## src/common/nora_pkg.sv

```systemverilog
// ~~~~~~~~~~~~~~~~~~~~~~~~~~~~~~~~~~~~~~~~
// Shared types and constants of the CPU bus glue
// Imported by the RTL blocks and the checker
// ~~~~~~~~~~~~~~~~~~~~~~~~~~~~~~~~~~~~~~~~
package nora_pkg;

    typedef logic [15:0] cpu_addr_t;        // CPU address, one word
    typedef logic [2:0]  phase_t;           // Index inside one CPU cycle
    typedef logic [3:0]  reg_off_t;         // Register offset in a slave window

    // Slave selected by the bus decoder
    typedef enum logic [1:0] {
        SEL_NONE = 2'd0,
        SEL_VIA  = 2'd1,
        SEL_PS2  = 2'd2
    } slv_sel_t;

    // clk6x cycles per CPU cycle
    parameter int PHASE_COUNT = 6;

    parameter phase_t PH_SETUP_CS   = 3'd1;  // Address is stable, open the access
    parameter phase_t PH_PHI2_RISE  = 3'd3;  // First phase with CPHI2 high
    parameter phase_t PH_RELEASE_WR = 3'd4;  // Write data is taken here
    parameter phase_t PH_RELEASE_CS = 3'd5;  // Last phase of the access

    // VIA register map
    parameter reg_off_t VIA_REG_ORB  = 4'd0;
    parameter reg_off_t VIA_REG_ORA  = 4'd1;
    parameter reg_off_t VIA_REG_DDRB = 4'd2;
    parameter reg_off_t VIA_REG_DDRA = 4'd3;

    // PS/2 register map
    parameter reg_off_t PS2_REG_CODE = 4'd0;
    parameter reg_off_t PS2_REG_STAT = 4'd1;

endpackage

```

## src/common/nora_slv_if.sv

```systemverilog
// ~~~~~~~~~~~~~~~~~~~~~~~~~~~~~~~~~~~~~~~~
// Internal slave bus, decoder to VIA and PS/2
// ~~~~~~~~~~~~~~~~~~~~~~~~~~~~~~~~~~~~~~~~
`timescale 1ns/1ps

interface nora_slv_if;
    import nora_pkg::*;

    reg_off_t    addr;              // Low nibble of the CPU address
    logic [7:0]  datawr;            // Write data, valid with datawr_valid
    logic        datawr_valid;      // One-cycle write pulse
    logic        rwn;               // 1 = read, 0 = write
    logic        req_via;           // Access window of the VIA
    logic        req_ps2;           // Access window of the keyboard port
    logic [7:0]  datard_via;        // Combinational from addr
    logic [7:0]  datard_ps2;

    modport decoder (output addr, datawr, datawr_valid, rwn, req_via, req_ps2,
                     input datard_via, datard_ps2);

    // One slave modport per slave, each with its own req and datard
    modport via_slave (input addr, datawr, datawr_valid, rwn, req_via,
                       output datard_via);
    modport ps2_slave (input addr, datawr, datawr_valid, rwn, req_ps2,
                       output datard_ps2);

endinterface

```

## src/design/phaser.sv

```systemverilog
// ~~~~~~~~~~~~~~~~~~~~~~~~~~~~~~~~~~~~~~~~
// Six-phase CPU cycle generator
// Makes CPHI2 and the bus strobes, parks on stop
// ~~~~~~~~~~~~~~~~~~~~~~~~~~~~~~~~~~~~~~~~
`timescale 1ns/1ps

module phaser (
    input  logic clk6x,
    input  logic resetn,
    input  logic cpu_run_i,         // 0 = park the CPU at the next cycle end
    output logic cpu_phi2_o,        // CPU clock
    output logic stopped_o,         // CPU parked in phase 0
    output logic setup_cs_o,        // Phase 1 strobe
    output logic release_wr_o,      // Phase 4 strobe
    output logic release_cs_o       // Phase 5 strobe
);
    import nora_pkg::*;

    localparam phase_t LAST_PHASE = phase_t'(PHASE_COUNT - 1);

    phase_t phase_r;                // Current phase, 0..5
    logic   stopped_r;

    always_ff @(posedge clk6x)
    begin
        if (!resetn)
        begin
            phase_r   <= '0;
            stopped_r <= 1'b0;
        end
        else if (stopped_r)
        begin
            // Parked in phase 0 until run comes back
            if (cpu_run_i)
            begin
                phase_r   <= 3'd1;
                stopped_r <= 1'b0;
            end
        end
        else if (phase_r == LAST_PHASE)
        begin
            phase_r   <= '0;          // Cycle end, wrap around
            stopped_r <= !cpu_run_i;  // Run sampled only here
        end
        else
        begin
            phase_r <= phase_r + 3'd1;
        end
    end

    // Clock high in the second half of the cycle
    assign cpu_phi2_o = (phase_r >= PH_PHI2_RISE);
    assign stopped_o  = stopped_r;

    // Strobes decoded from the phase, one cycle each
    assign setup_cs_o   = (phase_r == PH_SETUP_CS);
    assign release_wr_o = (phase_r == PH_RELEASE_WR);
    assign release_cs_o = (phase_r == PH_RELEASE_CS);

endmodule

```

## src/design/bus_decoder.sv

```systemverilog
// ~~~~~~~~~~~~~~~~~~~~~~~~~~~~~~~~~~~~~~~~
// CPU bus decoder that routes accesses to slaves
// Driven by the phaser strobes with one access per cycle
// ~~~~~~~~~~~~~~~~~~~~~~~~~~~~~~~~~~~~~~~~
`timescale 1ns/1ps

module bus_decoder #(
    parameter nora_pkg::cpu_addr_t VIA_BASE = 16'h9F00,
    parameter nora_pkg::cpu_addr_t PS2_BASE = 16'h9F10
) (
    input  logic                clk6x,
    input  logic                resetn,
    input  nora_pkg::cpu_addr_t cpu_addr_i,
    input  logic                cpu_rwn_i,
    input  logic [7:0]          cpu_db_i,     // Write data from the CPU
    output logic [7:0]          cpu_db_o,     // Read data to the CPU
    output logic                cpu_db_oe_o,  // Drive enable for cpu_db_o
    input  logic                cpu_phi2_i,
    input  logic                setup_cs_i,
    input  logic                release_wr_i,
    input  logic                release_cs_i,
    nora_slv_if.decoder         slv
);
    import nora_pkg::*;

    reg_off_t   addr_r;             // Register offset of the running access
    logic       rwn_r;
    slv_sel_t   sel_r;              // SEL_NONE outside an access
    logic [7:0] datawr_r;
    logic       datawr_valid_r;

    // Upper 12 bits pick the 16-byte window
    function automatic slv_sel_t decode_sel(input cpu_addr_t a);
        if (a[15:4] == VIA_BASE[15:4])
            return SEL_VIA;
        else if (a[15:4] == PS2_BASE[15:4])
            return SEL_PS2;
        else
            return SEL_NONE;
    endfunction

    always_ff @(posedge clk6x)
    begin
        if (setup_cs_i)
            addr_r <= cpu_addr_i[3:0];  // Low nibble of the CPU address
        if (release_wr_i)
            datawr_r <= cpu_db_i;   // Bus data settled by phase 4
    end

    always_ff @(posedge clk6x)
    begin
        if (!resetn)
        begin
            rwn_r          <= 1'b1;
            sel_r          <= SEL_NONE;
            datawr_valid_r <= 1'b0;
        end
        else
        begin
            // Write pulse lands in phase 5
            datawr_valid_r <= release_wr_i && !rwn_r && (sel_r != SEL_NONE);
            if (setup_cs_i)
            begin
                rwn_r <= cpu_rwn_i;
                sel_r <= decode_sel(cpu_addr_i);
            end
            else if (release_cs_i)
            begin
                sel_r <= SEL_NONE;  // Reqs drop in the next phase 0
            end
        end
    end

    assign slv.addr         = addr_r;
    assign slv.datawr       = datawr_r;
    assign slv.datawr_valid = datawr_valid_r;
    assign slv.rwn          = rwn_r;
    assign slv.req_via      = (sel_r == SEL_VIA);
    assign slv.req_ps2      = (sel_r == SEL_PS2);

    // Read path back to the CPU
    assign cpu_db_o    = (sel_r == SEL_PS2) ? slv.datard_ps2 : slv.datard_via;
    assign cpu_db_oe_o = cpu_phi2_i && rwn_r && (sel_r != SEL_NONE);

endmodule

```

## src/via/simple_via.sv

```systemverilog
// ~~~~~~~~~~~~~~~~~~~~~~~~~~~~~~~~~~~~~~~~
// Reduced 65C22, two GPIO ports with DDRs
// ~~~~~~~~~~~~~~~~~~~~~~~~~~~~~~~~~~~~~~~~
`timescale 1ns/1ps

module simple_via (
    input  logic        clk6x,
    input  logic        resetn,
    input  logic [7:0]  port_a_i,    // Pin levels of port A
    input  logic [7:0]  port_b_i,    // Pin levels of port B
    output logic [7:0]  port_a_o,    // ORA
    output logic [7:0]  port_b_o,    // ORB
    output logic [7:0]  ddr_a_o,     // 1 = output
    output logic [7:0]  ddr_b_o,
    nora_slv_if.via_slave slv
);
    import nora_pkg::*;

    logic [7:0] ora_r;
    logic [7:0] orb_r;
    logic [7:0] ddra_r;
    logic [7:0] ddrb_r;
    logic       wr_en;
    logic [7:0] pa_mix;              // Port A as the CPU sees it
    logic [7:0] pb_mix;

    assign wr_en = slv.req_via && slv.datawr_valid && !slv.rwn;

    // Register file, written in phase 5
    always_ff @(posedge clk6x)
    begin
        if (!resetn)
        begin
            ora_r  <= '0;
            orb_r  <= '0;
            ddra_r <= '0;           // All pins inputs
            ddrb_r <= '0;
        end
        else if (wr_en)
        begin
            case (slv.addr)
                VIA_REG_ORB:  orb_r  <= slv.datawr;
                VIA_REG_ORA:  ora_r  <= slv.datawr;
                VIA_REG_DDRB: ddrb_r <= slv.datawr;
                VIA_REG_DDRA: ddra_r <= slv.datawr;
                default: ;          // Timer offsets gone
            endcase
        end
    end

    // Output bits from ORx, input bits from the pins
    assign pa_mix = (ora_r & ddra_r) | (port_a_i & ~ddra_r);
    assign pb_mix = (orb_r & ddrb_r) | (port_b_i & ~ddrb_r);

    always_comb
    begin
        case (slv.addr)
            VIA_REG_ORB:  slv.datard_via = pb_mix;
            VIA_REG_ORA:  slv.datard_via = pa_mix;
            VIA_REG_DDRB: slv.datard_via = ddrb_r;
            VIA_REG_DDRA: slv.datard_via = ddra_r;
            default:      slv.datard_via = 8'h00;
        endcase
    end

    assign port_a_o = ora_r;
    assign port_b_o = orb_r;
    assign ddr_a_o  = ddra_r;
    assign ddr_b_o  = ddrb_r;

endmodule

```

## src/ps2/ps2_port.sv

```systemverilog
// ~~~~~~~~~~~~~~~~~~~~~~~~~~~~~~~~~~~~~~~~
// PS/2 keyboard receiver, device-to-host only
// Scan code and pending flag on the slave bus
// ~~~~~~~~~~~~~~~~~~~~~~~~~~~~~~~~~~~~~~~~
`timescale 1ns/1ps

module ps2_port #(
    parameter int TICKS_PER_US   = 48,
    parameter int PS2_TIMEOUT_US = 100
) (
    input  logic clk6x,
    input  logic resetn,
    input  logic ps2_clk_i,          // Raw line, async
    input  logic ps2_data_i,
    nora_slv_if.ps2_slave slv
);
    import nora_pkg::*;

    localparam int TICK_W = $clog2(TICKS_PER_US);
    localparam int IDLE_W = $clog2(PS2_TIMEOUT_US + 1);

    logic [TICK_W-1:0] tick_cnt_r;
    logic              tick_r;               // 1 us pulse, one cycle
    logic [2:0]        clk_sync_r;           // Two sync flops plus edge history
    logic [1:0]        data_sync_r;
    logic              fall;
    logic [10:0]       shift_r;              // Start bit ends in [0]
    logic [3:0]        bit_cnt_r;
    logic [IDLE_W-1:0] idle_r;               // Microseconds since last edge
    logic              frame_done_r;
    logic [7:0]        code_r;
    logic              code_valid_r;         // Pending flag
    logic              req_q_r;
    logic              frame_ok;

    assign fall     = clk_sync_r[2] && !clk_sync_r[1];
    // Start 0, stop 1, odd parity over data and parity bit
    assign frame_ok = !shift_r[0] && shift_r[10] && (^shift_r[9:1]);

    always_ff @(posedge clk6x)
    begin
        clk_sync_r  <= {clk_sync_r[1:0], ps2_clk_i};
        data_sync_r <= {data_sync_r[0], ps2_data_i};
        if (fall)
            shift_r <= {data_sync_r[1], shift_r[10:1]};  // LSB first
        if (frame_done_r && frame_ok)
            code_r <= shift_r[8:1];                       // New frame overwrites
    end

    always_ff @(posedge clk6x)
    begin
        if (!resetn)
        begin
            tick_cnt_r   <= TICK_W'(TICKS_PER_US - 1);
            tick_r       <= 1'b0;
            bit_cnt_r    <= '0;
            idle_r       <= '0;
            frame_done_r <= 1'b0;
            code_valid_r <= 1'b0;
            req_q_r      <= 1'b0;
        end
        else
        begin
            tick_r       <= (tick_cnt_r == '0);
            tick_cnt_r   <= (tick_cnt_r == '0) ? TICK_W'(TICKS_PER_US - 1) : tick_cnt_r - 1'b1;
            frame_done_r <= fall && (bit_cnt_r == 4'd10);
            req_q_r      <= slv.req_ps2;
            if (fall)
            begin
                idle_r    <= '0;
                bit_cnt_r <= (bit_cnt_r == 4'd10) ? 4'd0 : bit_cnt_r + 4'd1;
            end
            else
            begin
                if (tick_r && (idle_r != IDLE_W'(PS2_TIMEOUT_US)))
                    idle_r <= idle_r + 1'b1;
                if (idle_r == IDLE_W'(PS2_TIMEOUT_US))
                    bit_cnt_r <= '0;   // Abandoned frame
            end
            // Code read ends when req falls, addr and rwn still held
            if (req_q_r && !slv.req_ps2 && slv.rwn && (slv.addr == PS2_REG_CODE))
                code_valid_r <= 1'b0;
            if (frame_done_r && frame_ok)
                code_valid_r <= 1'b1;  // Set wins over clear
        end
    end

    always_comb
    begin
        case (slv.addr)
            PS2_REG_CODE: slv.datard_ps2 = code_r;
            PS2_REG_STAT: slv.datard_ps2 = {7'b0, code_valid_r};
            default:      slv.datard_ps2 = 8'h00;
        endcase
    end

endmodule

```

## src/design/board_io.sv

```systemverilog
// ~~~~~~~~~~~~~~~~~~~~~~~~~~~~~~~~~~~~~~~~
// CPU LEDs from VIA port B, blinker default
// ~~~~~~~~~~~~~~~~~~~~~~~~~~~~~~~~~~~~~~~~
`timescale 1ns/1ps

module board_io #(
    parameter int BLINK_BITS = 23    // LED0 toggles every 2^BLINK_BITS cycles
) (
    input  logic       clk6x,
    input  logic       resetn,
    input  logic [7:0] port_b_i,     // ORB
    input  logic [7:0] ddr_b_i,      // DDRB
    output logic [1:0] cpu_led_o,
    output logic [7:0] led_in_o      // Back to the VIA as port B pins
);

    logic [BLINK_BITS-1:0] blink_cnt_r;
    logic                  blink_r;

    // Free-running blinker
    always_ff @(posedge clk6x)
    begin
        if (!resetn)
        begin
            blink_cnt_r <= '0;
            blink_r     <= 1'b0;
        end
        else
        begin
            blink_cnt_r <= blink_cnt_r + 1'b1;
            if (&blink_cnt_r)
                blink_r <= !blink_r;  // Toggle on wrap
        end
    end

    // Output bit follows ORB, else the board default
    assign cpu_led_o[0] = ddr_b_i[0] ? port_b_i[0] : blink_r;
    assign cpu_led_o[1] = ddr_b_i[1] ? port_b_i[1] : 1'b1;

    assign led_in_o = {6'b0, cpu_led_o};

endmodule

```

## src/design/nora_top.sv

```systemverilog
// ~~~~~~~~~~~~~~~~~~~~~~~~~~~~~~~~~~~~~~~~
// Glue FPGA top, CPU bus side only
// Tristate pins split into data and enable ports
// ~~~~~~~~~~~~~~~~~~~~~~~~~~~~~~~~~~~~~~~~
`timescale 1ns/1ps

module nora_top #(
    parameter nora_pkg::cpu_addr_t VIA_BASE = 16'h9F00,
    parameter nora_pkg::cpu_addr_t PS2_BASE = 16'h9F10,
    parameter int TICKS_PER_US   = 48,
    parameter int PS2_TIMEOUT_US = 100,
    parameter int BLINK_BITS     = 23
) (
    input  logic                clk6x,
    input  logic                resetn,
    input  logic                cpu_run_i,     // 0 = stop the CPU clock
    input  nora_pkg::cpu_addr_t cpu_addr_i,
    input  logic                cpu_rwn_i,
    input  logic [7:0]          cpu_db_i,
    output logic                cpu_phi2_o,    // CPHI2
    output logic                cpu_stopped_o,
    output logic [7:0]          cpu_db_o,
    output logic                cpu_db_oe_o,
    input  logic [7:0]          gpio_a_i,
    output logic [7:0]          gpio_a_o,      // ORA
    output logic [7:0]          gpio_a_oe_o,   // DDRA
    input  logic                ps2k_clk_i,
    input  logic                ps2k_data_i,
    output logic [1:0]          cpu_led_o
);

    logic       setup_cs;
    logic       release_wr;
    logic       release_cs;
    logic [7:0] via_orb;
    logic [7:0] via_ddrb;
    logic [7:0] led_in;              // LED levels as port B input

    nora_slv_if slv_bus ();

    phaser ph0 (
        .clk6x        (clk6x),
        .resetn       (resetn),
        .cpu_run_i    (cpu_run_i),
        .cpu_phi2_o   (cpu_phi2_o),
        .stopped_o    (cpu_stopped_o),
        .setup_cs_o   (setup_cs),
        .release_wr_o (release_wr),
        .release_cs_o (release_cs)
    );

    bus_decoder #(.VIA_BASE(VIA_BASE), .PS2_BASE(PS2_BASE)) busdec0 (
        .clk6x        (clk6x),
        .resetn       (resetn),
        .cpu_addr_i   (cpu_addr_i),
        .cpu_rwn_i    (cpu_rwn_i),
        .cpu_db_i     (cpu_db_i),
        .cpu_db_o     (cpu_db_o),
        .cpu_db_oe_o  (cpu_db_oe_o),
        .cpu_phi2_i   (cpu_phi2_o),
        .setup_cs_i   (setup_cs),
        .release_wr_i (release_wr),
        .release_cs_i (release_cs),
        .slv          (slv_bus.decoder)
    );

    simple_via via1 (
        .clk6x    (clk6x),
        .resetn   (resetn),
        .port_a_i (gpio_a_i),
        .port_b_i (led_in),
        .port_a_o (gpio_a_o),
        .port_b_o (via_orb),
        .ddr_a_o  (gpio_a_oe_o),
        .ddr_b_o  (via_ddrb),
        .slv      (slv_bus.via_slave)
    );

    ps2_port #(.TICKS_PER_US(TICKS_PER_US), .PS2_TIMEOUT_US(PS2_TIMEOUT_US)) ps2kbd (
        .clk6x      (clk6x),
        .resetn     (resetn),
        .ps2_clk_i  (ps2k_clk_i),
        .ps2_data_i (ps2k_data_i),
        .slv        (slv_bus.ps2_slave)
    );

    board_io #(.BLINK_BITS(BLINK_BITS)) bio0 (
        .clk6x     (clk6x),
        .resetn    (resetn),
        .port_b_i  (via_orb),
        .ddr_b_i   (via_ddrb),
        .cpu_led_o (cpu_led_o),
        .led_in_o  (led_in)
    );

endmodule

```

## config.mk

```make
export PLATFORM = sky130hd
export DESIGN_NAME = nora_top
export DESIGN_NICKNAME = d
export VERILOG_FILES = /design/src/common/nora_pkg.sv /design/src/common/nora_slv_if.sv /design/src/design/phaser.sv /design/src/design/bus_decoder.sv /design/src/via/simple_via.sv /design/src/ps2/ps2_port.sv /design/src/design/board_io.sv /design/src/design/nora_top.sv
export SDC_FILE = /design/constraint.sdc
export NUM_CORES = 1
export LEC_CHECK = 0
export BUFFER_PORTS_ARGS = -buffer_cell sky130_fd_sc_hd__clkbuf_2
export CAP_MARGIN = 20
export CORE_AREA = 2 2 133 135
export DETAILED_ROUTE_END_ITERATION = 6
export DIE_AREA = 0 0 135 137
export PLACE_DENSITY = 0.46
export SYNTH_ARGS = -nofsm -noshare
export SYNTH_HDL_FRONTEND = slang
export SYNTH_SLANG_ARGS = --single-unit
```

## constraint.sdc

```tcl
create_clock -name clk6x -period 3.6 [get_ports clk6x]
set_clock_uncertainty 0.2 [all_clocks]
set_input_delay 0.18 -clock clk6x [delete_from_list [all_inputs] [get_ports clk6x]]
set_output_delay 0.18 -clock clk6x [all_outputs]
set_load 0.03 [all_outputs]
```

==> parameters.txt <==
Parameter                              Value

Status
  Run status ... finished, final reports clean

Clocking
  Total clock buffers created by CTS ... 17
  Post-cts gate resize count ... 0
  Clock sink count ... 121
  Number of hold-repair buffers added at the cts stage ... 22
  Clock transition at the registers of the reported paths ... 0.05 ns
  Clock tree root buffer cell ... clkbuf_16
  Worst-skew pair later-pin latency ... ~0.41 ns
  Post-CTS setup buffer count ... 0
  Clock Path Buffers ... 2
  H-tree Lvls ... 4
  CTS tree ... yes

Power and ir drop
  Power Total ... 3.224 mW
  Switching power ... 0.6769 mW
  Combinational fraction of design power ... 0.041
  Worst-case vdd ir drop ... just over 0.3 mV
  Leakage Power ... 2.507 nW
  Switching fraction of total power ... 0.2100
  Pwr Density ... 500.7 nW/um^2
  Share of power burned in the clock network ... 0.510
  Cell-internal power ... around 2.5 mW
  Sequential fraction of design power ... 0.448

Yosys
  Ys flop type ... dfxtp_1
  Cell type contributing the most total cell area after synthesis ... dfxtp_1
  Adder-cell area share of the yosys netlist ... 0.01989
  Register area share after synthesis ... 0.5429
  Largest cells by area after synthesis ... dfxtp_1 36%, edfxtp_1 18%, mux2i_1 5.2%, nor2_1 3.8%, a21oi_1 3.4%
  Post-synthesis compound-gate area fraction ... 0.1111
  Avg Synthesized Cell Area ... ~10 sq um
  Share of synthesized area spent on multiplexers ... 0.05618
  Count of state elements after synthesis ... 121
  Cell variety after synth ... 55
  Simple-gate share of the synthesized area ... 0.1951
  Largest family of logic cells by synthesized area ... simple AND/OR/NAND/NOR gates
  Number of enable-type register cells in the synthesized netlist ... 31
  Post-synth ARST share ... 0
  Top cell type's share of synthesized area ... 0.3579
  Gate Count Post-Synth ... 504
  Net count after synthesis ... 550
  Area of the mapped netlist ... between 5000 and 6000 sq um
  Post-Synth XOR/XNOR Area ... 0.04449
  Count of yosys warnings during synthesis ... 0

Drt
  Drt wl/cell ... 14.15 um
  Detailed-router iteration count before antenna repair ... 4
  Remaining antenna violation count after routing ... 0
  Via count of the routed design ... 3954
  Sum of routed wire length over all layers ... 11840 um
  Detailed-route vias per instance ... 4.724
  Iteration-0 DRC count of the detailed router ... 192
  # DRC ... 0

STA
  FMAX ... 365.4 MHz
  Final Hold Viols ... 0
  Worst Tran Pin Value ... 0.7402 ns
  RSZ-0062 raised after global routing ... false
  Slew Limit Headroom ... 0.5065
  Accumulated negative setup slack ... 0 ns
  Setup violation total in the final timing report ... 0
  Max-slew violation total from the final report ... 0
  Post-route minimum period ... around 2.7 ns
  Tcrit/Tclk final ... 0.7602

Cells and area
  Most frequent cells in the layout ... 90 x dfxtp_1, 66 x clkbuf_2, 51 x nor2_1, 35 x nand2_1, 34 x a21oi_1
  Post-layout nets ... 645
  Area delta synth->final ... 27.91%
  Number of antenna diodes ... 0
  Fill cells ... 1732
  Fraction of final layout cells sized beyond drive strength 1 ... 0.1879
  Leading cell type in the layout, fill and taps excluded ... dfxtp_1

Worst hold path
  Hold Startpoint ... cpu_addr_i[15]
  Hold endpoint ... busdec0.sel_r[0]
  Min-Delay Path Depth ... 4
  Tightest Hold Check Type ... in -> reg

Place
  Hpwl dp ... 8337 um
  Gpl congestion ... slightly below 0.8
  Total of buffers placed on input and output ports ... 66

Global route
  Residual overflow from global routing ... 0
  Via count of the first global-routing pass ... 3881
  Global-route wire length before repair ... about 19000 um
  Antenna violations before repair ... 0
  Total GRT Usage ... 0.1369
  Largest net degree at the start of global routing ... 70

Critical path
  Worst Setup End Kind ... output port
  CP Data Required Time ... around 3.2 ns
  Classification of the worst setup path ... reg -> out
  Reg-to-reg endpoint ... via1.ddr_a_o[2]
  Setup slack on the worst flop-to-flop path ... 1.26 ns
  Critical path arrival ... 2.36 ns
  Logic depth of the worst register-to-register path ... 4
  CP Max Fanout ... 9
  R2r startpoint ... busdec0.slv.addr[3]
  Startpoint type of the worst setup path ... flop

Floorplanning
  Row count ... 48
  Die Wd ... 135 um
  Top-level port count ... 67
  Area of the die ... 18500 sq um
  Area of the placeable core ... 17060 sq um
  Initial core utilization ... 0.2951
  Die Span Y ... 137 um

Job
  Max Cap Viol ... 0
worst max-delay path: stages (launching register included):
cell	delay, ns
edfxtp_1	0.46
or3b_2	0.62
o32a_1	0.40
o21ai_0	0.21
clkbuf_2	0.25
state kept, by name (all words and copies together) (netlist names), 2 cells and up:
name / flops
via1.port_a_o: 8
ps2kbd.code_r: 8
bio0.blink_cnt_r: 23
via1.ddr_a_o: 8
busdec0.slv.datawr: 8
ps2kbd.idle_r: 7
ph0.phase_r: 3
ps2kbd.tick_cnt_r: 6
busdec0.sel_r: 2
ps2kbd.shift_r: 11
ps2kbd.clk_sync_r: 3
via1.port_b_o: 8
ps2kbd.bit_cnt_r: 4
ps2kbd.data_sync_r: 2
busdec0.slv.addr: 4
via1.ddr_b_o: 8
final cells by class:
type,instances,area [sq um],share of cell area
repair buffers,95,603.1,0.09366
well taps,225,281.5,0.04372
flip-flops and latches,121,2733,0.4244
clock inverters,6,60.06,0.009328
clock buffers,26,521.8,0.08103
inverters,21,78.83,0.01224
multi-input cells,343,2161,0.3356
per-layer routing:
| metal | track usage | wire length [um] |
|---|---|---|
| met1 | 0.1736 | 5707 |
| met3 | 0.03741 | 534 |
| met4 | 0.06134 | 208 |
| met2 | 0.2183 | 5391 |
| met5 | 0 | 0 |
metrics by stage:
step / util / cells / hold slack [ns] / instance area [sq um] / worst slack [ns]
floorplan: - / 504 / 0.007717 / 5034 / 1.046
global placement: 0.3305 / 783 / 0.08404 / 5637 / 1.311
detailed placement: 0.3305 / 783 / 0.08544 / 5637 / 1.279
CTS: 0.3775 / 837 / 0.004256 / 6439 / 0.8254
global route: 0.3775 / 837 / 0.05743 / 6439 / 0.7312
finish: 0.3775 / 837 / 0.02627 / 6439 / 0.8634
kinds of logic after synthesis:
group                    Yosys count
multiplexers                      28
XOR/XNOR                          24
flip-flops                       121
AO/OA/AOI/OAI                     97
AND/OR/NAND/NOR                  186
adder cells (fa/ha/maj)            8
buffers and inverters             40
power by group through the flow:
| stage | clock network [mW] | logic [mW] | registers [mW] |
|---|---|---|---|
| 2_1_floorplan | 0 | 0.0741 | 1.46 |
| 3_3_place_gp | 0 | 0.115 | 1.47 |
| 3_5_place_dp | 0 | 0.116 | 1.47 |
| 4_1_cts | 1.70 | 0.136 | 1.44 |
| 5_1_grt | 1.75 | 0.149 | 1.45 |
| 6_report | 1.65 | 0.134 | 1.44 |
worst max-delay path by stage:
stage / from / endpoint / slack, ns / cells past startpoint
2_1_floorplan: busdec0.slv.addr[3] / cpu_db_o[5] / 1.05 / 4
3_3_place_gp: busdec0.slv.addr[1] / cpu_db_o[0] / 1.31 / 5
3_5_place_dp: busdec0.slv.addr[1] / cpu_db_o[0] / 1.28 / 5
4_1_cts: busdec0.slv.addr[1] / cpu_db_o[0] / 0.83 / 5
5_1_grt: busdec0.slv.addr[1] / cpu_db_o[0] / 0.73 / 5
6_report: busdec0.slv.addr[3] / cpu_db_o[6] / 0.86 / 4
cells in the mapped netlist, types with 2 or more instances:
cell type,number
o32a_1,2
or3b_2,4
nand4_1,3
xnor2_1,15
or3_1,13
a21oi_1,34
nand2_1,35
nand2b_1,5
nand3_1,21
o211ai_1,2
mux2i_1,26
o22ai_1,5
a31oi_1,5
a32oi_1,2
clkbuf_1,16
inv_1,20
edfxtp_1,31
buf_2,2
o21ai_0,33
nor4bb_1,2
o31ai_1,6
ha_1,8
and3_1,3
nand4bb_1,2
nor2b_1,3
mux2_2,2
dfxtp_1,90
nor3b_1,3
and2_1,3
nor3_1,15
or3_2,2
nor2_1,51
nor4b_1,2
xor2_1,8
or4_1,8
and3b_1,3
Note: power is estimated with default switching activity, not from simulation.
